$ cat config.mk
export PLATFORM = sky130hd
export DESIGN_NAME = mips_cpu_stage_reg
export DESIGN_NICKNAME = d
export VERILOG_FILES = /design/src/hw/mips_cpu_stage_reg.sv
export SDC_FILE = /design/constraint.sdc
export NUM_CORES = 1
export LEC_CHECK = 0
export ABC_AREA = 1
export BUFFER_PORTS_ARGS = -buffer_cell sky130_fd_sc_hd__buf_2
export CAP_MARGIN = 20
export CORE_UTILIZATION = 47
export DETAILED_ROUTE_END_ITERATION = 12
export PLACE_DENSITY = 0.87
export SETUP_SLACK_MARGIN = 0.2
export SLEW_MARGIN = 20
export SYNTH_ARGS = -nofsm -noshare
export SYNTH_HDL_FRONTEND = slang
export SYNTH_SLANG_ARGS = --single-unit
$ cat constraint.sdc
create_clock -name clk -period 1.2 [get_ports clk]
set_input_delay 0.12 -clock clk [delete_from_list [all_inputs] [get_ports clk]]
set_output_delay 0.12 -clock clk [all_outputs]
set_load 0.05 [all_outputs]
$ cat src/hw/mips_cpu_stage_reg.sv
`timescale 1ns/1ps

module mips_cpu_stage_reg #(
    parameter type payload_t = logic [31:0]
) (
    input  logic     clk,
    input  logic     arst_n,
    input  logic     d_valid,
    input  payload_t d,
    output logic     q_valid,
    output payload_t q
);

    always_ff @(posedge clk or negedge arst_n) begin
        if (!arst_n) begin
            q_valid <= 1'b0;
            q       <= '0;
        end else begin
            q_valid <= d_valid;
            if (d_valid) begin
                q <= d;     // holds otherwise
            end
        end
    end

endmodule

# After elaboration in Yosys (flattened, before gate mapping)
# Cells that the tools add are included.
[word_totals]
inputBits = 35
word_cells = 2
regBits = 33
output_inout_bits = 33

# Longest topological paths before layout
# Gate-level depths: netlist of run 1.
[depth]
depth_word = 0
mapped_depth = 5
depth_no_buf = 3

# Least setup slack after synthesis of run 1
# No wires, ideal clock.
[synth_timing]
path_type = "flip-flop to flip-flop"
startpoint = "register q[0] (netlist name)"
endpoint = "register q[0] (netlist name)"
setup_slack_ns = 0.363
required_time_ns = 1.081
stages_incl_launch_ff = 3
arrival_ns = 0.718
cell_sequence = "dfrtp_1 > nand2_2 > nand2_1"
[synth_rtl]
columns = ["item", "line", "text"]
rows = [
  ["end signal: assignment", "17", "q <= '0;"],
  ["end signal: assignment", "21", "q <= d;"],
  ["end: declaration", "11", "output payload_t q"],
]

# Worst setup path in the final report of run 1
[layout_timing]
startpoint = "register q[4] (netlist name)"
endpoint = "output port q[4] (netlist name)"
# No word-level cell between the ends.

==> results.txt, run 1 <==
* Top area cells in the synthesized netlist: dfrtp_1, nand2_1, nand2_2
* Die width: 54.9 um
* First DRT Iteration DRCs: 35
- The first global-routing pass estimated 5.56 mm of wire.
* Commonest cells after routing, fill and taps aside: nand2_1, buf_2, buf_6, dfrtp_1, buf_4
- Final total negative setup slack: 0 ns
- Non-filler instance count after layout: 289
- Worst-path cell chain: buf_6
* Least-Margin Pin Slew: 0.407 ns
- Critical path required time: 1.08 ns
- Clock tree synthesis selected as its root buffer the cell clkbuf_4.
* Distinct cell type count after synthesis: 7
- Worst reg2reg endpoint: q[2]
- The longest clock path from root to sink contains 2 buffers.
- Routability-driven placement congestion ratio: 0.646
- Crit path time final: 1.07 ns
- The initial antenna violation count came to 0.
* Via count: 1431
* Cell family with most CP delay: flip-flops
- In this run the worst setup path terminates at q[4].
- Count of warnings emitted by yosys: 0
- After detailed routing, the number of remaining DRC violations is 0.
* Crit path max fanout: 2
* CTS buffer count: 5
- The average instance in the mapped netlist occupies 9.62 um2.
* Proportion of layout cells with a drive suffix above 1: 44.8%
* First-pass iteration count of the detailed router: 4
- Detailed-route vias per instance: 4.95
- The number of max-slew violations in the final report was 0.
- Starting density of the core: 51.3%
* H-tree lvl count: 2
* Result of the run: complete, no violations
- Core box area: 0.00257 mm2
- Setup violations remaining at the end of the flow were counted as 0.
- Pin count of the biggest net entering global routing: 33
- Critical register-to-register path startpoint: q[2]
* Type of element launching the critical path: flop
* Levels on crit path: 1
* # Max-Cap Violations: 0
* Half-perimeter wire length after placement: 1.92 mm
* Count of endpoints failing hold in the final timing report: 0
- Critical path buffer and inverter count: 1
- In this run the register-to-register setup slack is 0.30 ns.
- 0 antenna diodes ended up in the layout.
- IR analysis of the VDD net gives a maximum drop of 1160 uV.
* Total of flip-flops plus latches after synthesis: 33
- In this design, the stage delay of the slowest critical-path cell is 0.44 ns.
- The worst setup path is captured at an output port.
* Total placed cells including tap cells: 230
* Syn Nets: 172
* Via count of the first global-routing pass: 1304
* Depth of the most critical reg-to-reg path: 4
* Post-synthesis instance total: 137
- In this run the worst hold path is classified as input pin to flop.
- Most common library cell in the layout ignoring fill and taps: nand2_1
- Worst Setup Path Type: flop to output port
- Number of core rows: 18
- After detailed routing, the total wire length is 4.72 mm.
* Final worst path period share: 89.2%
- The largest individual stage delay along the critical path comes from the cell dfrtp_1.
* Later-pin clock latency in the skew report: 0.33 ns
* Average detailed-routed wire length per instance: 16.3 um
- Post-synth design cell area: 0.00132 mm2
- Buffers on Ports: 67
- Area of the die: 0.00302 mm2
- Clock net sink count: 33
* Max frequency: 934 MHz
- Clock-pin slew was measured on the worst setup and hold paths at 0.11 ns.
- Power per cell area: 1290 mW/mm2
* Crit path arrival time: 0.95 ns
* Setup repair after global routing missed its margin: yes
* Post-synthesis cell type with the largest combined area: dfrtp_1
- Global routing consumed, over all layers together, 27.8% of the routing resources.
- Remaining antenna violation count: 0
- Final-stage net count: 293
* Synthesis-to-layout area growth: 78.3%
* CTS tree: built
* Filler cells: 108
- Headroom to the max-slew limit came out at 72.9%.
- Measured along the y axis, the die boundary spans 54.9 um.
- 68 I/O pins were placed.
- Static Leakage: 1.32 nW
- For this run the aggregate overflow at the end of global routing stands at 0.
* Util after Layout: 91.5%
- Share of the synthesized area in the top cell type: 62.7%
- Across the routed clock network, the largest skew measured is 0 ns.
* Origin of the worst setup path: q[4]
- After synthesis, flip-flops and latches occupy 62.7% of the total area.
[area by class of cell]
| class | count | area, um2 | area share [%] |
|---|---|---|---|
| timing repair buffer | 121 | 1020 | 43.4 |
| sequential | 33 | 826 | 35.1 |
| multi-input combinational | 96 | 385 | 16.4 |
| clock buffer | 7 | 65.1 | 2.77 |
| tap | 30 | 37.5 | 1.60 |
| inverter | 1 | 11.3 | 0.479 |
| clock inverter | 1 | 5.00 | 0.213 |
[report_power, final]
part	leakage, nW	switching [mW]	internal (mW)	total (mW)
combinational	0.875	0.595	0.427	1.02
clock	0.0413	0.383	0.340	0.723
sequential	0.401	0.0813	1.21	1.29
total	1.32	1.06	1.98	3.04
[cell families (layout without fill, tap and decap cells)]
kind of cell           after synthesis  count (layout)  synth area share, %
buffers and inverters                8             130                 8.07
DFF                                 33              33                 62.7
and+or+nand+nor                     96              96                 29.2
[worst min path at each step]
| stage | endpoint | slack [ns] | startpoint | cells after the start |
|---|---|---|---|---|
| 2_1_floorplan | q[0] | -0.18 | arst_n | 0 |
| 3_3_place_gp | q[9] | 0.06 | arst_n | 1 |
| 3_5_place_dp | q[9] | 0.07 | arst_n | 1 |
| 4_1_cts | q[25] | 0.0004 | d[25] | 3 |
| 5_1_grt | q[29] | 0.0001 | d[29] | 3 |
| 6_report | q[25] | 0.00005 | d[25] | 3 |
[synth_stat cells, drive strengths merged]
cell type and n:
nand2 96, dfrtp 33, buf 4, clkbuf 3, inv 1
[worst register-to-register path: cells and delay by family, from the launching register on]
| kind | cells | cell delay, ns |
|---|---|---|
| flops | 1 | 0.40 |
| buf+inv | 2 | 0.25 |
| simple gates | 2 | 0.14 |
[per-layer routing]
layer	part of all wire, %	global-route usage [%]	up-vias
li1	-	-	647
met1	33	29.5	676
met4	2.8	12.5	0
met2	56	51.8	94
met5	0	0	-
met3	7.7	6.28	14
[sequential cells by signal, summed over array words and instances, names as in the netlist]
name / count
q: 32
q_valid: 1
[per-stage QoR]
| step | total power, mW | hold WS (ns) | setup WS (ns) | instance area (um2) |
|---|---|---|---|---|
| final | 3.04 | 0.0000470 | 0.130 | 2350 |
| after global routing | 3.14 | 0.000130 | 0.126 | 2350 |
| after CTS | 2.90 | 0.000362 | 0.174 | 2240 |
| after detailed placement | 1.97 | 0.0694 | 0.362 | 1630 |
| after global placement | 1.96 | 0.0618 | 0.389 | 1630 |
| after floorplan | 1.78 | -0.176 | 0.363 | 1320 |
[timing repair]
action / in CTS / in global routing
endpoints found under the setup margin: 33 / 33
cloned: 0 / 0
hold buffers: 24 / 0
hold endpoints to repair: 39 / 0
buffers inserted: 12 / 15
gates resized for setup: 66 / 0
No activity file was read; power rests on OpenSTA's default activity.
==> run 2, diff against run 1 <==
--- a/config.mk
+++ b/config.mk
@@ -8,9 +8,10 @@
 export ABC_AREA = 1
 export BUFFER_PORTS_ARGS = -buffer_cell sky130_fd_sc_hd__buf_2
 export CAP_MARGIN = 20
-export CORE_UTILIZATION = 47
+export CORE_UTILIZATION = 35
+export CTS_CLUSTER_DIAMETER = 80
 export DETAILED_ROUTE_END_ITERATION = 12
-export PLACE_DENSITY = 0.87
+export PLACE_DENSITY = 0.68
 export SETUP_SLACK_MARGIN = 0.2
 export SLEW_MARGIN = 20
 export SYNTH_ARGS = -nofsm -noshare
==> run 2 against run 1 <==
  * Critical path depth is the same
  * Die area grew 33%
  * Flip-flop and latch count stayed put
  * Hold slack better by 0.037 ns
  * Clock skew did not move
  * Sequential power about the same
  * Worst setup slack improved by 0.093 ns
  * Final cell count fell by 12%
  * Power fell by 1.8%
  * Via count is 25% lower
  * Largest cell class is now flip-flops and latches
==> results.txt, run 2 (synthesized netlist as in run 1, its figures left out) <==
- The run finished with clean final reports.
* Most common library cell in the layout ignoring fill and taps: nand2_1
- The clock sink count came to 33 (unchanged).
* Static Leakage: 1.10 nW (-17%)
- Half-perimeter wire length after placement: 1.93 mm (+0.59%)
* Starting density of the core: 38.0% (-13 points)
- Final total negative setup slack: 0 ns (unchanged)
- The post-CTS clock slew at the launch and capture registers of the worst setup and hold paths was 0.06 ns (-0.05 ns).
- The antenna diode instance count is 0 (unchanged).
- Remaining antenna violation count: 0 (unchanged)
- IO Pins: 68 (unchanged)
- The internal reg-to-reg setup slack was 0.56 ns (+0.26 ns).
* Y dimension of the die: 63.4 um (+15%)
* Average detailed-routed wire length per instance: 11.6 um (-29%)
- The ratio of final minimum period to clock period is 81.4% (-7.8 points).
- The total routing resource utilization after global routing is 15.6% (-12 points).
- Core box area: 0.00347 mm2 (+35%)
* Clock Skews: 0 ns (unchanged)
* Via count of the first global-routing pass: 1094 (-16%)
* Commonest cells after routing, fill and taps aside: nand2_1, buf_2, dfrtp_1, buf_6, nand2_2
- Pin count of the biggest net entering global routing: 33 (unchanged)
- Die width: 63.4 um (+15%)
- The ratio of cells with drive above 1 in the final layout came to 42.6% (-2.2 points).
- The number of fill cells came to 343 (+220%).
- Number of setup violations in the final report: 0 (unchanged)
- The flip-flop count of the largest register after layout is 32 (unchanged).
* Root cell of the clock tree: clkbuf_8
- Number of core rows: 21 (+3)
* Crit path time final: 0.977 ns (-0.0934 ns)
* Final Max Tran Viols: 0 (unchanged)
- DRT Wirelength: 2.97 mm (-37%)
* Maximum clock insertion buffer count: 2 (unchanged)
* # Max-Cap Violations: 0 (unchanged)
- Crit path arrival time: 0.86 ns (-0.09 ns)
- Crit path max fanout: 2 (unchanged)
* Wire length of the first global-routing pass: 4.75 mm (-15%)
- Following the worst setup path forward leads to its endpoint at q[24].
- The number of detailed-routing iterations run before antenna repair is 4 (unchanged).
- Setup repair after global routing left no endpoint under its margin.
- Power per cell area: 1530 mW/mm2 (+18%)
- Traced cell by cell, the critical path runs through buf_6.
- Origin of the worst setup path: q[24]
- The total of buffers placed on input and output ports came to 67 (unchanged).
- The worst-case hold slack was 0.0369 ns (+0.0369 ns).
- Critical path buffer and inverter count: 1 (unchanged)
- Depth of the most critical reg-to-reg path: 2 (-2)
* Detailed-route vias per instance: 4.24 (-14%)
- The last weighted congestion value of the routability-driven placer was 0.734 (+14%).
- On the critical path the largest part of the delay comes from flip-flops.
- Cell type of the slowest stage on the worst timing path: dfrtp_1
- The worst-case vdd ir drop came to 741 uV (-36%).
- The violation count after the first detailed-route iteration was 32 (-8.6%).
- The final hold violation count came to 0 (unchanged).
* Via count: 1080 (-25%)
- The H-tree depth reported by CTS is 2 (unchanged).
* Register containing the most flip-flops in the final layout: q
* Area of the die: 0.00401 mm2 (+33%)
- Grt total ovfl: 0 (unchanged)
- Least-Margin Pin Slew: 0.370 ns (-0.0368 ns)
- The clock latency at the later pin of the worst-skew pair came to 0.28 ns (-0.05 ns).
* Largest stage delay on the critical path: 0.41 ns (-0.03 ns)
- Path category of the worst min-delay check: input pin to flop
- The critical path is of the flop to output port type.
* Largest regs: q x32, q_valid x1
* CTS buffer count: 5 (unchanged)
* Worst setup EP type: output port
- The maximum operating frequency is 1020 MHz (+9.6%).
- The number of logic stages on the critical path including buffering was 1 (unchanged).
* Initial antenna violation count: 0 (unchanged)
* Remaining max-slew budget at the tightest pin: 75.3% (+2.5 points)
- Type of element launching the critical path: flop
- TritonCTS built the clock tree.
* Critical path required time: 1.08 ns (about the same)
* Final-stage net count: 243 (-17%)
- The startpoint identified for the worst register-to-register timing path is q[24].
- DRC: 0 (unchanged)
* Worst reg2reg endpoint: q[24]
- Synthesis-to-layout area growth: 48.2%
-- run 2: changes by cell type in the layout (fill, tap and decap cells not counted) --
cell,before,now
clkbuf_8,2,7
buf_6,33,29
clkbuf_4,5,0
buf_4,29,6
dlygate4sd3_1,24,1
-- run 2: power by group --
group	leakage, nW	internal [mW]	switching, mW
logic	0.641	0.278	0.518
clock network	0.0542	0.518	0.379
registers	0.401	1.21	0.0772
-- run 2: repair_timing --
item | CTS | global route
pin swaps | 0 | 0
hold endpoints to repair | 14 | 0
endpoints found under the setup margin | 32 | 30
hold buffers | 1 | 0
buffers inserted | 0 | 0
resized for setup | 32 | 31
-- run 2: per-stage QoR --
| stage | instance area (um2) | setup slack (ns) | power, mW | util [%] | std cells |
|---|---|---|---|---|---|
| detailed placement | 1650 | 0.439 | 1.97 | 47.6 | 246 |
| CTS | 1840 | 0.203 | 2.94 | 53.1 | 255 |
| floorplan | 1320 | 0.363 | 1.78 | - | 137 |
| finish | 1950 | 0.223 | 2.98 | 56.3 | 255 |
| global placement | 1650 | 0.463 | 1.96 | 47.6 | 246 |
| global route | 1950 | 0.201 | 3.13 | 56.3 | 255 |
-- run 2: cell type report --
cell class	count	area [um2]	share of cell area [%]
clock inverters	1	5.00	0.256
repair buffers	71	572	29.3
well taps	46	57.6	2.95
clock buffers	7	96.3	4.93
flip-flops and latches	33	826	42.3
inverters	1	11.3	0.577
multi-input cells	96	385	19.7
-- run 2: worst min path at each step --
stage	to	from	slack [ns]	cells after the start
detailed placement	q[2]	arst_n	0.06	1
CTS	q[13]	d[13]	0.03	3
floorplan	q[0]	arst_n	-0.18	0
global route	q[14]	d[14]	0.03	3
global placement	q[2]	arst_n	0.06	1
finish	q[13]	d[13]	0.04	3
-- run 2: worst min-delay path, delay by kind of cell --
| family | cells | cell delay, ns |
|---|---|---|
| simple gates | 2 | 0.09 |
| buf+inv | 1 | 0.07 |
-- run 2: per-layer routing --
layer  GRT usage, %  vias to the layer above  wire length, um
li1               -                      550                -
met1           18.3                      477             1300
met2           24.3                       48             1430
met3           4.53                        5              200
met4           10.8                        0               46
met5              0                        -                0
