## src/hw/mips_cpu_pkg.sv

```systemverilog
package mips_cpu_pkg;

    localparam int xlen = 32;

    typedef logic [xlen-1:0] word_t;
    typedef logic [4:0]      reg_idx_t;

    // fixed numbering of the alu select codes
    typedef enum logic [4:0] {
        alu_add     = 5'd0,
        alu_sub     = 5'd1,
        alu_mul_s   = 5'd2,
        alu_mul_u   = 5'd3,
        alu_div_s   = 5'd4,
        alu_div_u   = 5'd5,
        alu_and     = 5'd6,
        alu_or      = 5'd7,
        alu_xor     = 5'd8,
        alu_sll     = 5'd9,
        alu_sllv    = 5'd10,
        alu_srl     = 5'd11,
        alu_srlv    = 5'd12,
        alu_sra     = 5'd13,
        alu_srav    = 5'd14,
        alu_eq      = 5'd15,
        alu_gez     = 5'd16,
        alu_gtz     = 5'd17,
        alu_lez     = 5'd18,
        alu_ltz     = 5'd19,
        alu_slt     = 5'd20,
        alu_sltu    = 5'd21,
        alu_ne      = 5'd22,
        alu_pass_rs = 5'd23,
        alu_one     = 5'd24,  // jumps
        alu_lui     = 5'd25
    } alu_op_t;

    typedef enum logic [1:0] {
        res_alu = 2'd0,
        res_hi  = 2'd1,
        res_lo  = 2'd2
    } res_sel_t;

    // primary opcodes
    localparam logic [5:0] op_special = 6'h00;
    localparam logic [5:0] op_regimm  = 6'h01;
    localparam logic [5:0] op_j       = 6'h02;
    localparam logic [5:0] op_jal     = 6'h03;
    localparam logic [5:0] op_beq     = 6'h04;
    localparam logic [5:0] op_bne     = 6'h05;
    localparam logic [5:0] op_blez    = 6'h06;
    localparam logic [5:0] op_bgtz    = 6'h07;
    localparam logic [5:0] op_addi    = 6'h08;
    localparam logic [5:0] op_addiu   = 6'h09;
    localparam logic [5:0] op_slti    = 6'h0a;
    localparam logic [5:0] op_sltiu   = 6'h0b;
    localparam logic [5:0] op_andi    = 6'h0c;
    localparam logic [5:0] op_ori     = 6'h0d;
    localparam logic [5:0] op_xori    = 6'h0e;
    localparam logic [5:0] op_lui     = 6'h0f;

    // funct field of special
    localparam logic [5:0] fn_sll   = 6'h00;
    localparam logic [5:0] fn_srl   = 6'h02;
    localparam logic [5:0] fn_sra   = 6'h03;
    localparam logic [5:0] fn_sllv  = 6'h04;
    localparam logic [5:0] fn_srlv  = 6'h06;
    localparam logic [5:0] fn_srav  = 6'h07;
    localparam logic [5:0] fn_jr    = 6'h08;
    localparam logic [5:0] fn_mfhi  = 6'h10;
    localparam logic [5:0] fn_mthi  = 6'h11;
    localparam logic [5:0] fn_mflo  = 6'h12;
    localparam logic [5:0] fn_mtlo  = 6'h13;
    localparam logic [5:0] fn_mult  = 6'h18;
    localparam logic [5:0] fn_multu = 6'h19;
    localparam logic [5:0] fn_div   = 6'h1a;
    localparam logic [5:0] fn_divu  = 6'h1b;
    localparam logic [5:0] fn_add   = 6'h20;
    localparam logic [5:0] fn_addu  = 6'h21;
    localparam logic [5:0] fn_sub   = 6'h22;
    localparam logic [5:0] fn_subu  = 6'h23;
    localparam logic [5:0] fn_and   = 6'h24;
    localparam logic [5:0] fn_or    = 6'h25;
    localparam logic [5:0] fn_xor   = 6'h26;
    localparam logic [5:0] fn_slt   = 6'h2a;
    localparam logic [5:0] fn_sltu  = 6'h2b;

    // rt field under regimm
    localparam logic [4:0] rt_bltz = 5'h00;
    localparam logic [4:0] rt_bgez = 5'h01;

    localparam reg_idx_t link_reg = 5'd31;

endpackage

```

## src/hw/mips_cpu_alu_control.sv

```systemverilog
`timescale 1ns/1ps

module mips_cpu_alu_control (
    input  logic                   in_valid,
    input  mips_cpu_pkg::word_t    instr,
    output mips_cpu_pkg::alu_op_t  alu_op,
    output logic                   use_imm,
    output logic                   imm_zext,
    output logic                   hi_wen,
    output logic                   lo_wen,
    output logic                   hi_src_alu,
    output logic                   wen_q,
    output mips_cpu_pkg::res_sel_t res_sel,
    output mips_cpu_pkg::reg_idx_t dest
);

    import mips_cpu_pkg::*;

    logic [5:0] opcode;
    logic [5:0] funct;
    logic [4:0] rt_field;
    logic       wen;    // before in_valid
    logic       hi_we;
    logic       lo_we;

    assign opcode   = instr[31:26];
    assign funct    = instr[5:0];
    assign rt_field = instr[20:16];

    always_comb begin
        alu_op     = alu_op_t'(5'h1f);  // no such op so the alu gives 0
        use_imm    = 1'b0;
        imm_zext   = 1'b0;
        res_sel    = res_alu;
        hi_src_alu = 1'b1;
        hi_we      = 1'b0;
        lo_we      = 1'b0;
        wen        = 1'b0;
        dest       = rt_field;          // i-type default
        case (opcode)
            op_special: begin
                dest = instr[15:11];    // rd
                wen  = 1'b1;
                case (funct)
                    fn_add, fn_addu: alu_op = alu_add;
                    fn_sub, fn_subu: alu_op = alu_sub;
                    fn_and:  alu_op = alu_and;
                    fn_or:   alu_op = alu_or;
                    fn_xor:  alu_op = alu_xor;
                    fn_sll:  alu_op = alu_sll;
                    fn_srl:  alu_op = alu_srl;
                    fn_sra:  alu_op = alu_sra;
                    fn_sllv: alu_op = alu_sllv;
                    fn_srlv: alu_op = alu_srlv;
                    fn_srav: alu_op = alu_srav;
                    fn_slt:  alu_op = alu_slt;
                    fn_sltu: alu_op = alu_sltu;
                    fn_mult, fn_multu, fn_div, fn_divu: begin
                        alu_op = (funct == fn_mult)  ? alu_mul_s :
                                 (funct == fn_multu) ? alu_mul_u :
                                 (funct == fn_div)   ? alu_div_s : alu_div_u;
                        wen   = 1'b0;
                        hi_we = 1'b1;
                        lo_we = 1'b1;
                    end
                    fn_mfhi: res_sel = res_hi;
                    fn_mflo: res_sel = res_lo;
                    fn_mthi, fn_mtlo: begin
                        alu_op     = alu_pass_rs;
                        hi_src_alu = 1'b0;      // take rs through alu_out
                        wen        = 1'b0;
                        hi_we      = (funct == fn_mthi);
                        lo_we      = (funct == fn_mtlo);
                    end
                    fn_jr: begin
                        alu_op = alu_one;
                        wen    = 1'b0;
                    end
                    default: wen = 1'b0;
                endcase
            end
            op_regimm: begin
                if (rt_field == rt_bltz) begin
                    alu_op = alu_ltz;
                end else if (rt_field == rt_bgez) begin
                    alu_op = alu_gez;
                end
            end
            op_beq:  alu_op = alu_eq;
            op_bne:  alu_op = alu_ne;
            op_blez: alu_op = alu_lez;
            op_bgtz: alu_op = alu_gtz;
            op_j:    alu_op = alu_one;
            op_jal: begin
                alu_op = alu_one;
                dest   = link_reg;
                wen    = 1'b1;
            end
            op_addi, op_addiu, op_slti, op_sltiu: begin
                alu_op  = (opcode == op_slti)  ? alu_slt :
                          (opcode == op_sltiu) ? alu_sltu : alu_add;
                use_imm = 1'b1;
                wen     = 1'b1;
            end
            op_andi, op_ori, op_xori, op_lui: begin
                alu_op   = (opcode == op_andi) ? alu_and :
                           (opcode == op_ori)  ? alu_or  :
                           (opcode == op_xori) ? alu_xor : alu_lui;
                use_imm  = 1'b1;
                imm_zext = 1'b1;
                wen      = 1'b1;
            end
            default: ;
        endcase
    end

    assign wen_q  = wen & in_valid;
    assign hi_wen = hi_we & in_valid;
    assign lo_wen = lo_we & in_valid;

endmodule

```

## config.mk

```make
export PLATFORM = sky130hd
export DESIGN_NAME = mips_cpu_alu_control
export DESIGN_NICKNAME = d
export VERILOG_FILES = /design/src/hw/mips_cpu_pkg.sv /design/src/hw/mips_cpu_alu_control.sv
export SDC_FILE = /design/constraint.sdc
export NUM_CORES = 1
export LEC_CHECK = 0
export BUFFER_PORTS_ARGS = -buffer_cell sky130_fd_sc_hd__buf_2
export CORE_ASPECT_RATIO = 0.75
export CORE_MARGIN = 4
export CORE_UTILIZATION = 35
export DETAILED_ROUTE_END_ITERATION = 16
export GPL_ROUTABILITY_DRIVEN = 0
export PLACE_DENSITY_LB_ADDON = 0.05
export SETUP_SLACK_MARGIN = 0.5
export SLEW_MARGIN = 20
export SYNTH_ARGS = -nofsm -noshare
export SYNTH_HDL_FRONTEND = slang
export SYNTH_SLANG_ARGS = --single-unit
```

## constraint.sdc

```tcl
create_clock -name vclk -period 2.2
set_input_delay 0.44 -clock vclk [all_inputs]
set_output_delay 0.44 -clock vclk [all_outputs]
set_load 0.005 [all_outputs]
```

Yosys cells after proc, flatten, opt, wreduce, memory -nomap -nowiden
Index checks and enable logic that the tools add are counted.

storage, ports and cells
  register bits = 0
  bits of input ports = 33
  output and inout port bits = 18
  logic and storage cells = 80

operators by class
  mux-type cells = 25
  reductions and logical operators = 13
  eq/ne operators = 39
  bitwise operators = 3

operator list
  cell                                            count
  one-hot mux 5 bit (16 select lines)             1
  == test 6 x 4 -> 1 bit (second input constant)  9
  == test 6 bit (second input constant)           9
  == test 6 x 5 -> 1 bit (second input constant)  8
  one-hot mux 5 bit (9 select lines)              1
  == test 6 x 3 -> 1 bit (second input constant)  7
  2-to-1 mux 5 bit                                5
  == test 6 x 2 -> 1 bit (second input constant)  4
  OR reduction 17 bit                             1
  zero test 6 bit                                 2
  OR reduction 4 bit                              3
  one-hot mux 5 bit (2 select lines)              1
  OR reduction 9 bit                              1
  2-to-1 mux 1 bit                                8
  2-to-1 mux 4 bit                                2
  OR reduction 2 bit                              4
  OR reduction 8 bit                              1
  == test 6 x 1 -> 1 bit (second input constant)  1
  2-to-1 mux 3 bit                                2
  one-hot mux 1 bit (2 select lines)              3
  == test 5 x 1 -> 1 bit (second input constant)  1
  zero test 5 bit                                 1
  one-hot mux 2 bit (2 select lines)              1
  AND 1 bit                                       3
  2-to-1 mux 2 bit                                1

Longest topological paths before layout
  depth after elaboration = 6
  gate-level depth with buffers = 6
  gate-level depth less buffers = 4

Worst setup path before layout
Ideal clock, no wire load.

  path kind = input to output
  start point = input instr[27]
  end point = output alu_op[1]
  stages = 6
  arrival = 1241 ps
  buffers on the path = 2
  slack = 519 ps
  path through = buf_2 -> nor3_2 -> and2_1 -> buf_6 -> o311ai_1 -> o21ai_1

between the ends
  longest elaborated chain between the ends = 4
  elaborated cells between the ends (all ways) = 23
  classes of those cells = 15 x eq/ne; 4 x mux; 4 x reduce/logical

RTL lines
  element                                 line                                                     text
  start: declaration                      mips_cpu_alu_control.sv:5                                input mips_cpu_pkg::word_t instr,
  == test 6 x 4 -> 1 bit                  mips_cpu_alu_control.sv:40, mips_cpu_alu_control.sv:107
  2-to-1 mux 5 bit                        mips_cpu_alu_control.sv:107                              (opcode == op_ori) ? alu_or :
  2-to-1 mux 5 bit                        mips_cpu_alu_control.sv:106                              alu_op = (opcode == op_andi) ? alu_and :
  one-hot mux 5 bit (9 select lines) (*)  mips_cpu_alu_control.sv:40                               case (opcode)
  end: declaration                        mips_cpu_alu_control.sv:6                                output mips_cpu_pkg::alu_op_t alu_op,

Mark *: on every way between the ends. The rest lies on a longest branch, timed or not.

Worst setup path after layout
  start point = input instr[0]
  end point = output alu_op[0]

between the ends
  longest elaborated chain between the ends = 6
  elaborated cells between the ends (all ways) = 31
  classes of those cells = 21 x eq/ne; 5 x mux; 5 x reduce/logical

RTL lines
  element                                  line                                                    text
  == test 6 x 5 -> 1 bit                   mips_cpu_alu_control.sv:44, mips_cpu_alu_control.sv:61
  2-to-1 mux 1 bit                         mips_cpu_alu_control.sv:61                              (funct == fn_div) ? alu_div_s : alu_div_u;
  2-to-1 mux 3 bit                         mips_cpu_alu_control.sv:60                              (funct == fn_multu) ? alu_mul_u :
  2-to-1 mux 3 bit                         mips_cpu_alu_control.sv:59                              alu_op = (funct == fn_mult) ? alu_mul_s :
  one-hot mux 5 bit (16 select lines) (*)  mips_cpu_alu_control.sv:44                              case (funct)
  one-hot mux 5 bit (9 select lines) (*)   mips_cpu_alu_control.sv:40

Marked as above.

==> impl_metrics.json <==
{
  "worstMarginPinSlew_ns": 0.287,
  "place_inst": 173,
  "power_frac_seq_pct": 0,
  "relSlewSlack_pct": 80.8,
  "hold_viol_final": 0,
  "wl_per_cell_um": 14.1,
  "comb_power_share_pct": 100.0,
  "drc": 0,
  "syn_nets": 150,
  "syn_area_sq_um": 694,
  "ios": 51,
  "timing.setup.tns_ns": 0,
  "start_kind": "primary input",
  "holdPathStages": 4,
  "synth_top_area_share_pct": 12.4,
  "vdd_drop_max_v": 0.000123,
  "fp.dieW_um": 59.4,
  "status": "complete, no violations",
  "place_hpwl_um": 1820,
  "p_sw_mw": 0.104,
  "ys.warnings.count": 0,
  "clock_buffers": 0,
  "synth_area_per_cell_sq_um": 5.94,
  "cap_violations": 0,
  "synth_top_cell_by_area": "nand2_1",
  "fin_util_pct": 73.0,
  "setup_viol_count_final": 0,
  "syn-instance-count": 117,
  "yosys-top-cells-area": "nand2_1, nand3_1, nor2_1",
  "hp-class": "in2out",
  "drive_gt1_share_pct": 55.9,
  "synth-seq-area-share_pct": 0,
  "clockPowerShare_pct": 0,
  "fin_crit_sh_pct": 86.3,
  "core_sq_um": 1810,
  "cp.arrival_ns": 1.46,
  "die_h_um": 46.6,
  "grt_pass1_wl_um": 4110,
  "start_util_pct": 38.5,
  "multi_input_area_sq_um": 742,
  "antenna_found_initial": 0,
  "finalNetCount": 205,
  "p_int_mw": 0.108,
  "grt_usage_pct": 18.6,
  "synth.distinct_cells": 38,
  "path_class": "in2out",
  "regArea_sq_um": 0,
  "finalNonFillerCells": 192,
  "fin_crit_ns": 1.90,
  "power_density_nw_per_um2": 161,
  "power.switching_fraction_pct": 48.9,
  "slew_viol_final": 0,
  "drt_iter0_drc": 49,
  "power.leakage_nw": 0.615,
  "fillerInstances": 155,
  "vias_per_cell": 5.68,
  "cp_max_fo": 5,
  "cp-end-kind": "output port",
  "dr.pass1.iters": 4,
  "portBuffers": 41,
  "diodes": 0,
  "grt_overflow_total": 0,
  "total_power_mw": 0.212,
  "grt_max_degree": 17,
  "rows": 13,
  "vias": 1090,
  "required_ns": 1.76,
  "ant_nets": 0,
  "max_freq_mhz": 527,
  "area_growth_pct": 89.9,
  "wl_um": 2710,
  "rsz0062_at_grt": "yes",
  "die_area_sq_um": 2770,
  "grt_pass1_vias": 901,
  "numSequentialCells": 0
}
==> power groups by stage <==
stage / logic [mW] / registers [mW] / clock network (mW)
detailed placement: 0.135 / 0 / 0
global route: 0.229 / 0 / 0
global placement: 0.133 / 0 / 0
floorplan: 0.0878 / 0 / 0
CTS: 0.188 / 0 / 0
finish: 0.212 / 0 / 0
==> cell families (layout without fill, tap and decap cells) <==
| logic type | after synthesis | in the layout | share of synthesized area [%] |
|---|---|---|---|
| buffers and inverters | 17 | 70 | 15.3 |
| AOI/OAI and AO/OA | 35 | 35 | 35.0 |
| and+or+nand+nor | 63 | 63 | 47.0 |
| muxes | 1 | 1 | 1.44 |
| xor gates and xnor gates | 1 | 1 | 1.26 |
==> cell usage in the layout, fill, tap and decap left out, types with 2 or more instances in the layout <==
master,Yosys,final
buf_12,0,5
nor3_4,1,2
o21ai_0,6,4
nand2_1,23,16
nand2_2,0,6
o311ai_1,2,2
buf_6,3,9
buf_8,0,2
buf_4,4,22
a21oi_1,8,8
buf_2,4,26
nor2_2,0,2
inv_1,6,5
o2111ai_1,2,2
nor2_1,12,10
o211ai_1,2,2
nor3_1,3,3
nor4_1,2,2
a31oi_1,2,2
nand3_2,0,6
o21ai_1,2,4
nand3_1,12,5
nor2b_2,0,2
==> layout make-up <==
cell class | count | area share (%)
inverters | 6 | 1.71
multi-input cells | 100 | 56.3
well taps | 22 | 2.09
repair buffers | 64 | 39.9
==> cells in the mapped netlist, types with 2 or more instances <==
cell and count:
a21oi_1 8, a31oi_1 2, buf_2 4, buf_4 4, buf_6 3, inv_1 6, nand2_1 23, nand3_1 12
nor2_1 12, nor2b_1 3, nor3_1 3, nor4_1 2, o2111ai_1 2, o211ai_1 2, o21ai_0 6, o21ai_1 2
o311ai_1 2
==> metal layers <==
metal  global-route usage (%)  wire length (um)
met1                     28.2              1200
met2                     30.7              1200
met3                    0.840               289
met4                        0                21
met5                        0                 0
==> critical path, cell delays in order <==
cell	delay, ns
buf_12	0.10
or4_4	0.51
o211ai_1	0.18
a21oi_1	0.09
buf_2	0.13
==> final timing paths <==
| path | from | end | slack (ns) |
|---|---|---|---|
| setup / recovery | instr[0] | alu_op[0] | 0.30 |
| hold / removal | instr[13] | dest[2] | 1.14 |
==> timing repair <==
item / in CTS / in global routing
resized for setup: 57 / 18
cloned: 0 / 0
hold buffers: 0 / 0
endpoints found under the setup margin: 16 / 16
buffers inserted: 13 / 6
pin swaps: 22 / 15
==> stage by stage <==
step	hold WS, ns	worst slack (ns)	instance area, sq um
after floorplan	0.974	0.519	694
after global placement	1.16	0.201	873
after detailed placement	1.17	0.172	873
after CTS	1.17	0.305	1180
after global routing	1.16	0.248	1320
final	1.14	0.302	1320
Power figures use the tool's default switching activity.
