[src/hw/mips_cpu_pkg.sv]
package mips_cpu_pkg;

    localparam int xlen = 32;

    typedef logic [xlen-1:0] word_t;
    typedef logic [4:0]      reg_idx_t;

    // fixed numbering of the alu select codes
    typedef enum logic [4:0] {
        alu_add     = 5'd0,
        alu_sub     = 5'd1,
        alu_mul_s   = 5'd2,
        alu_mul_u   = 5'd3,
        alu_div_s   = 5'd4,
        alu_div_u   = 5'd5,
        alu_and     = 5'd6,
        alu_or      = 5'd7,
        alu_xor     = 5'd8,
        alu_sll     = 5'd9,
        alu_sllv    = 5'd10,
        alu_srl     = 5'd11,
        alu_srlv    = 5'd12,
        alu_sra     = 5'd13,
        alu_srav    = 5'd14,
        alu_eq      = 5'd15,
        alu_gez     = 5'd16,
        alu_gtz     = 5'd17,
        alu_lez     = 5'd18,
        alu_ltz     = 5'd19,
        alu_slt     = 5'd20,
        alu_sltu    = 5'd21,
        alu_ne      = 5'd22,
        alu_pass_rs = 5'd23,
        alu_one     = 5'd24,  // jumps
        alu_lui     = 5'd25
    } alu_op_t;

    typedef enum logic [1:0] {
        res_alu = 2'd0,
        res_hi  = 2'd1,
        res_lo  = 2'd2
    } res_sel_t;

    // primary opcodes
    localparam logic [5:0] op_special = 6'h00;
    localparam logic [5:0] op_regimm  = 6'h01;
    localparam logic [5:0] op_j       = 6'h02;
    localparam logic [5:0] op_jal     = 6'h03;
    localparam logic [5:0] op_beq     = 6'h04;
    localparam logic [5:0] op_bne     = 6'h05;
    localparam logic [5:0] op_blez    = 6'h06;
    localparam logic [5:0] op_bgtz    = 6'h07;
    localparam logic [5:0] op_addi    = 6'h08;
    localparam logic [5:0] op_addiu   = 6'h09;
    localparam logic [5:0] op_slti    = 6'h0a;
    localparam logic [5:0] op_sltiu   = 6'h0b;
    localparam logic [5:0] op_andi    = 6'h0c;
    localparam logic [5:0] op_ori     = 6'h0d;
    localparam logic [5:0] op_xori    = 6'h0e;
    localparam logic [5:0] op_lui     = 6'h0f;

    // funct field of special
    localparam logic [5:0] fn_sll   = 6'h00;
    localparam logic [5:0] fn_srl   = 6'h02;
    localparam logic [5:0] fn_sra   = 6'h03;
    localparam logic [5:0] fn_sllv  = 6'h04;
    localparam logic [5:0] fn_srlv  = 6'h06;
    localparam logic [5:0] fn_srav  = 6'h07;
    localparam logic [5:0] fn_jr    = 6'h08;
    localparam logic [5:0] fn_mfhi  = 6'h10;
    localparam logic [5:0] fn_mthi  = 6'h11;
    localparam logic [5:0] fn_mflo  = 6'h12;
    localparam logic [5:0] fn_mtlo  = 6'h13;
    localparam logic [5:0] fn_mult  = 6'h18;
    localparam logic [5:0] fn_multu = 6'h19;
    localparam logic [5:0] fn_div   = 6'h1a;
    localparam logic [5:0] fn_divu  = 6'h1b;
    localparam logic [5:0] fn_add   = 6'h20;
    localparam logic [5:0] fn_addu  = 6'h21;
    localparam logic [5:0] fn_sub   = 6'h22;
    localparam logic [5:0] fn_subu  = 6'h23;
    localparam logic [5:0] fn_and   = 6'h24;
    localparam logic [5:0] fn_or    = 6'h25;
    localparam logic [5:0] fn_xor   = 6'h26;
    localparam logic [5:0] fn_slt   = 6'h2a;
    localparam logic [5:0] fn_sltu  = 6'h2b;

    // rt field under regimm
    localparam logic [4:0] rt_bltz = 5'h00;
    localparam logic [4:0] rt_bgez = 5'h01;

    localparam reg_idx_t link_reg = 5'd31;

endpackage

[src/hw/mips_cpu_operand_sel.sv]
`timescale 1ns/1ps

module mips_cpu_operand_sel (
    input  logic                use_imm,
    input  logic                imm_zext,
    input  mips_cpu_pkg::word_t rt_val,
    input  logic [15:0]         imm,
    output mips_cpu_pkg::word_t op_b
);

    import mips_cpu_pkg::*;

    word_t imm_sext;
    word_t imm_uext;

    assign imm_sext = {{(xlen-16){imm[15]}}, imm};  // addi, addiu, slti, sltiu
    assign imm_uext = {{(xlen-16){1'b0}}, imm};     // logic ops and lui

    // branches and r-type keep rt_val
    assign op_b = use_imm ? (imm_zext ? imm_uext : imm_sext) : rt_val;

endmodule

[config.mk]
export PLATFORM = sky130hd
export DESIGN_NAME = mips_cpu_operand_sel
export DESIGN_NICKNAME = d
export VERILOG_FILES = /design/src/hw/mips_cpu_pkg.sv /design/src/hw/mips_cpu_operand_sel.sv
export SDC_FILE = /design/constraint.sdc
export NUM_CORES = 1
export LEC_CHECK = 0
export BUFFER_PORTS_ARGS = -buffer_cell sky130_fd_sc_hd__buf_2
export CORE_MARGIN = 2
export CORE_UTILIZATION = 29
export DETAILED_ROUTE_END_ITERATION = 10
export GPL_TIMING_DRIVEN = 0
export PLACE_DENSITY = 0.88
export SYNTH_ARGS = -nofsm -noshare
export SYNTH_HDL_FRONTEND = slang
export SYNTH_SLANG_ARGS = --single-unit
export TNS_END_PERCENT = 5
[constraint.sdc]
create_clock -name vclk -period 1.5
set_input_delay 0.3 -clock vclk [all_inputs]
set_output_delay 0.3 -clock vclk [all_outputs]
set_load 0.005 [all_outputs]
; Word level (Yosys, flattened, before mapping)
; Cells that the tools add are included.
[op_classes]
n_addsub = 0
n_mul = 0
div = 0
n_lt_le_gt_ge = 0
n_eq_ne = 0
shifts = 0
muxes = 2
bitwise = 0
n_reduce_logical = 0
[ops]
columns = operator, count
row1 = 32-bit two-way mux, 2
[word_totals]
register_bits = 0
latchBits = 0
ramBits = 0
rom_bits = 0
output_inout_bits = 32
wordCells = 2
n_memories = 0

; Logic depth before layout (Yosys ltp)
; Gate-level depths: netlist of the first run.
[logic_depth]
ltp_word = 2
mapped_depth = 4
mapped_depth_nobuf = 2

; Least setup slack after synthesis of the first run
; OpenSTA, ideal clock, no wires.
[synth_timing]
path_type = input to output
from = input use_imm
to = output op_b[10]
arrival_time_ps = 850
slack_ps = 350
stages = 3
path_buffers = 2
path_cell_list = buf_6 buf_8 mux2_4
[synth_via]
elab_chain_len = 1
[synth_lines]
columns = item, line_no
row1 = "start, declared", mips_cpu_operand_sel.sv:4  ; input logic use_imm,
row2 = 32-bit two-way mux, mips_cpu_operand_sel.sv:20  ; assign op_b = use_imm ? (imm_zext ? imm_uext : imm_sext) : rt_val;
row3 = "end, declared", mips_cpu_operand_sel.sv:8  ; output mips_cpu_pkg::word_t op_b
; Every way passes these cells.

; Worst setup path after layout of the first run
[layout_timing]
from = input imm_zext
to = output op_b[29]
[layout_via]
elab_chain_len = 2
[layout_lines]
columns = item, line_no
row1 = "start, declared", mips_cpu_operand_sel.sv:5  ; input logic imm_zext,
row2 = 32-bit two-way mux (2 in series), mips_cpu_operand_sel.sv:20
; Every way passes these cells.

==> metrics.md, run 1 <==
| Metric | Value |
|---|---|
| Status | completed |
| GRT Util Overall | 0.1594 |
| Post-Route WL | 1618 µm |
| Synth area leader | mux2_4 |
| Cell breakdown of the critical path | buf_2 > nand3b_2 > buf_2 > o21ai_0 > buf_2 |
| Fmax | 739.3 MHz |
| Final Critical Period | 1.353 ns |
| Critical Path Fanout Max | 10 |
| Drt via density | 4.393 |
| WHS Path Cells | 3 |
| Setup Total Neg Slack | 0 ns |
| Hold/Removal Path Class | primary input to output port |
| Final net count | 187 |
| CTS Hold Buffers Added | 0 |
| Initial Util | 0.3188 |
| Final GP Congestion | 0.6778 |
| Slowest stage delay, CP | 0.25 ns |
| Fin crit share | 0.9018 |
| Final hold violations | 0 |
| Initial antenna violation count | 0 |
| CP required | 1.20 ns |
| # DRC | 0 |
| Vias in the first global route | 519 |
| Worst-Margin Slew | 0.3218 ns |
| Syn Inst Count | 54 |
| CP max-delay cell | nand3b_2 |
| Worst hold path endpoint | op_b[6] |
| Number of distinct library cells after synthesis | 9 |
| Unrepaired setup endpoints after global routing | false |
| Static leakage | 0.5902 nW |
| Register Area | 0 µm² |
| CLK BUF | 0 |
| Largest net degree at the start of global routing | 11 |
| Global-route wire length before repair | 2373 µm |
| Sequential share of the synthesized area | 0 |
| Pwr Density | 282.8 nW/µm² |
| Commonest non-fill, non-tap cell in the layout | buf_2 |
| Cell Area, Synth | 430.4 µm² |
| Area grow syn2layout | 98.55% |
| Avg Inst Size Synth | 7.971 µm² |
| Critical path arrival | 1.05 ns |
| Crit Path Category | primary input to output port |
| Setup violators final | 0 |
| Post-cts sizing count | 0 |
| Max VDD drop | 0.1307 mV |
| Crit path launch type | primary input |
| Syn_nets | 104 |
| DP HPWL | 1455 µm |
| CP endpoint kind | output port |
| Routed Antenna Nets | 0 |
| IO Count | 82 |
| Synth top area cells | mux2_4 49%, o21ai_0 19%, inv_1 14% |
| DRT iter0 DRCs | 2 |
| Die Width | 42.53 µm |
| DP Area | 854.6 µm² |
| Number of setup buffers added after CTS | 0 |
| Synth warn | 0 |
| Cell mode on critical path | buf_2 |
| Die area | 1808 µm² |
| Commonest non-fill, non-tap cells in the layout | 82 x buf_2, 16 x inv_1, 16 x o21ai_0 |
| WL/cell | 10.79 µm |
| Cell area after layout | 854.6 µm² |
| Antenna Cells | 0 |
| GRT overflow | 0 |
| Share of cells above drive strength 1 | 0.7556 |
| Slew HR | 0.7855 |
| Total of max-cap violations | 0 |
| Num sequential | 0 |
| Port Buf Inserts | 81 |
| Hold Startpoint | rt_val[6] |
| Final Max Tran Viols | 0 |
| Via total after detailed routing | 659 |
| Top cell type's share of synthesized area | 0.4884 |
| FP Rows | 13 |
| Die H | 42.53 µm |
| Core Area | 1350 µm² |
| Drt first pass iters | 4 |
-- worst max-delay path: cells and delay by family --
kind                   cells  cell delay, ns
AO/OA/AOI/OAI              1            0.08
buffers and inverters      3            0.42
AND/OR/NAND/NOR            1            0.25
-- where the power goes --
part / switching, W / internal (W) / leakage (nW)
Clock: 0 / 0 / 0
Sequential: 0 / 0 / 0
Combinational: 0.0000879 / 0.000154 / 0.590
Total: 0.0000879 / 0.000154 / 0.590
-- area by class of cell --
type | count | area, µm²
fillers | 127 | 495.5
plain buffers | 5 | 46.29
inverters | 16 | 60.06
repair buffers | 81 | 405.4
multi-input cells | 33 | 324.1
well taps | 15 | 18.77
-- cell families after synthesis --
kind of cell,synth area share
AOI/OAI and AO/OA,0.1861
buffers and inverters,0.2471
and+or+nand+nor,0.02616
muxes,0.5407
-- stage by stage --
stage	total power (W)	utilization	std cells	hold slack [ns]	setup slack, ns
after global placement	0.0002362	0.6330	150	0.8890	0.1664
final	0.0002417	0.6330	150	0.8903	0.1473
after floorplan	0.0001144	-	54	0.7039	0.3502
after global routing	0.0002644	0.6330	150	0.9007	0.05551
after CTS	0.0002449	0.6330	150	0.8918	0.1419
after detailed placement	0.0002440	0.6330	150	0.8919	0.1426
-- cell usage after synthesis --
library cell and n:
buf_2 1, buf_6 2, buf_8 1, clkbuf_1 1
inv_1 16, mux2_2 2, mux2_4 14, nand3b_2 1
o21ai_0 16
-- metal layers --
metal | global-route usage | part of all wire | wire length [µm] | vias up
met5 | 0 | 0 | 0 | -
met4 | 0 | 0 | 0 | 0
met3 | 0.02586 | 0.091 | 147 | 0
met2 | 0.3262 | 0.55 | 889 | 39
met1 | 0.1772 | 0.36 | 581 | 283
li1 | - | - | - | 337
-- how the worst max path moves through the flow --
stage,cells past startpoint,startpoint,endpoint
finish,5,imm_zext,op_b[29]
global route,5,imm_zext,op_b[22]
detailed placement,5,imm_zext,op_b[20]
CTS,5,imm_zext,op_b[20]
floorplan,3,use_imm,op_b[10]
global placement,5,imm_zext,op_b[24]
Power figures use the tool's default switching activity.
==> inputs of run 2 (changes only) <==
--- a/config.mk
+++ b/config.mk
@@ -6,11 +6,13 @@
 export NUM_CORES = 1
 export LEC_CHECK = 0
 export BUFFER_PORTS_ARGS = -buffer_cell sky130_fd_sc_hd__buf_2
+export CELL_PAD_IN_SITES_DETAIL_PLACEMENT = 0
+export CELL_PAD_IN_SITES_GLOBAL_PLACEMENT = 1
 export CORE_MARGIN = 2
-export CORE_UTILIZATION = 29
+export CORE_UTILIZATION = 15
 export DETAILED_ROUTE_END_ITERATION = 10
 export GPL_TIMING_DRIVEN = 0
-export PLACE_DENSITY = 0.88
+export PLACE_DENSITY = 0.82
 export SYNTH_ARGS = -nofsm -noshare
 export SYNTH_HDL_FRONTEND = slang
 export SYNTH_SLANG_ARGS = --single-unit
==> constraint.sdc (replaced) <==
create_clock -name vclk -period 1.3
set_input_delay 0.26 -clock vclk [all_inputs]
set_output_delay 0.26 -clock vclk [all_outputs]
set_load 0.005 [all_outputs]
==> run 2 against run 1 <==
Non-clock buffer count unchanged; power increased by 16%; critical endpoint is now op_b[2]; utilization decreased by 31 points; count of clock-buffer cells in the layout unchanged; first-iteration DRC count increased to 5.0 times the previous value; critical path depth decreased by 1; worst setup slack got worse by 0.069 ns.
==> metrics.md, run 2 (synthesis results as in run 1) <==
| Metric | Value |
|---|---|
| Status | completed |
| Commonest non-fill, non-tap cells in the layout | 81 x buf_2, 16 x inv_1, 16 x o21ai_0 |
| CP required | 1.04 ns (-0.16 ns) |
| Cell breakdown of the critical path | buf_6 > buf_8 > mux2_4 > buf_2 |
| # fillers | 295 (+130%) |
| DP HPWL | 1323 µm (-9.1%) |
| Worst slack, placed | 0.03305 ns (-0.1096 ns) |
| Static leakage | 0.6040 nW (+2.3%) |
| CP max-delay cell | mux2_4 |
| Via total after detailed routing | 665 (+0.91%) |
| Multi-input gate area | 332.8 µm² (+2.7%) |
| Comb pwr share | 1.000 (about the same) |
| Final GP Congestion | 0.6253 (-7.7%) |
| Final hold violations | 0 (unchanged) |
| IO Count | 82 (unchanged) |
| Crit path max-delay family | buffers and inverters |
| Drt via density | 4.006 (-8.8%) |
| Met2 layer usage reported by global route | 0.1640 (-0.1622) |
| DP Area | 874.6 µm² (+2.3%) |
| Switching share of power | 0.3594 (-0.004134) |
| Worst-Margin Slew | 0.1496 ns (-0.1722 ns) |
| Largest net degree at the start of global routing | 11 (unchanged) |
| CP endpoint kind | output port |
| Post-Route WL | 1460 µm (-9.8%) |
| Die H | 57.57 µm (+35%) |
| Crit path buffers/inverters | 3 (unchanged) |
| Final Critical Period | 1.222 ns |
| Max VDD drop | 0.1347 mV (+3.0%) |
| Setup violators final | 0 (unchanged) |
| Critical Path Fanout Max | 10 (unchanged) |
| Crit Path Category | primary input to output port |
| DRT iter0 DRCs | 10 (+8) |
| Drt first pass iters | 2 (-2) |
| Crit path launch type | primary input |
| Grt met1 use | 0.08844 (-0.08878) |
| Setup Total Neg Slack | 0 ns (unchanged) |
| Fin crit share | 0.9400 |
| Commonest non-fill, non-tap cell in the layout | buf_2 |
| Critical path arrival | 0.96 ns (-0.09 ns) |
| Final Max Tran Viols | 0 (unchanged) |
| Clock power frac | 0 (unchanged) |
| Die area | 3314 µm² (+83%) |
| Met3 Use GR | 0.01134 (-0.01452) |
| FP Rows | 19 (+6) |
| Global-route wire length before repair | 2277 µm (-4.0%) |
| Routed Antenna Nets | 0 (unchanged) |
| Hold/Removal Path Class | primary input to output port |
| Core Area | 2734 µm² (+100%) |
| Internal Power | 0.0001799 W (+17%) |
| GRT Util Overall | 0.07931 (-0.08006) |
| Initial Util | 0.1574 (-0.1614) |
| Total of max-cap violations | 0 (unchanged) |
| Die Width | 57.57 µm (+35%) |
| Final Util | 0.3245 (-0.3085) |
| Fin Hold WS | 0.8081 ns (-0.08222 ns) |
| Register Area | 0 µm² (unchanged) |
| Area grow syn2layout | 106.1% |
| Num sequential | 0 (unchanged) |
| Share of cells above drive strength 1 | 0.7630 (+0.007407) |
| Net Switching | 0.0001009 W (+15%) |
| GRT overflow | 0 (unchanged) |
| Slowest stage delay, CP | 0.30 ns (+0.05 ns) |
| Port Buf Inserts | 81 (unchanged) |
| Most crowded layer after global routing | met2 |
| # DRC | 0 (unchanged) |
| Cell area after layout | 887.1 µm² (+3.8%) |
| Seq pwr share | 0 (unchanged) |
| Pwr Density | 316.5 nW/µm² (+12%) |
| Worst Setup Slack, final | 0.07797 ns (-0.06935 ns) |
| Unrepaired setup endpoints after global routing | false |
| Vias in the first global route | 579 (+12%) |
| CLK BUF | 0 (unchanged) |
| Antenna Cells | 0 (unchanged) |
| Final net count | 187 (unchanged) |
| WL/cell | 8.795 µm (-18%) |
| Initial antenna violation count | 0 (unchanged) |
| Slew HR | 0.8992 (+0.1137) |
| Fmax | 818.3 MHz |
## run 2: cell count changes in the layout (fill, tap and decap cells not counted)
cell      delta
nand3b_2     -1
buf_4        +1
clkbuf_1     -1
nand3b_4     +1
clkbuf_2     +1
buf_2        -1
## run 2: area by class of cell
| type | instances | share of cell area |
|---|---|---|
| Multi-Input combinational cell | 33 | 0.3752 |
| Timing Repair Buffer | 81 | 0.4570 |
| Buffer | 5 | 0.05642 |
| Inverter | 16 | 0.06770 |
| Tap cell | 31 | 0.04372 |
## run 2: power groups by stage
stage               logic, W  clock network, W  registers (W)
floorplan           0.000132                 0              0
detailed placement  0.000281                 0              0
finish              0.000281                 0              0
CTS                 0.000281                 0              0
global placement    0.000275                 0              0
global route        0.000313                 0              0
## run 2: path summary, 6_finish.rpt
check / to / start / cells after the start / slack, ns
worst max-delay path: op_b[2] / use_imm / 4 / 0.08
worst min-delay path: op_b[8] / rt_val[8] / 3 / 0.81
## run 2: metal layers
layer	vias to the layer above	share of wire	wire length, µm
li1	337	-	-
met5	-	0	0
met4	0	0	0
met2	49	0.50	723
met1	279	0.35	508
met3	0	0.16	229
## run 2: per-stage QoR
stage,std cells,power [W]
floorplan,54,0.0001320
global placement,166,0.0002748
detailed placement,166,0.0002806
CTS,166,0.0002813
global route,166,0.0003126
finish,166,0.0002808
## run 2: timing repair
item                                    4_1_cts  5_1_grt
gates resized for setup                       0        5
hold buffers                                  0        0
endpoints found under the setup margin        0       10
buffers inserted                              0        0
## run 2: tightest hold or removal path, delay by kind of cell
| kind | cells | cell delay (ns) |
|---|---|---|
| muxes | 1 | 0.12 |
| buffers and inverters | 2 | 0.17 |
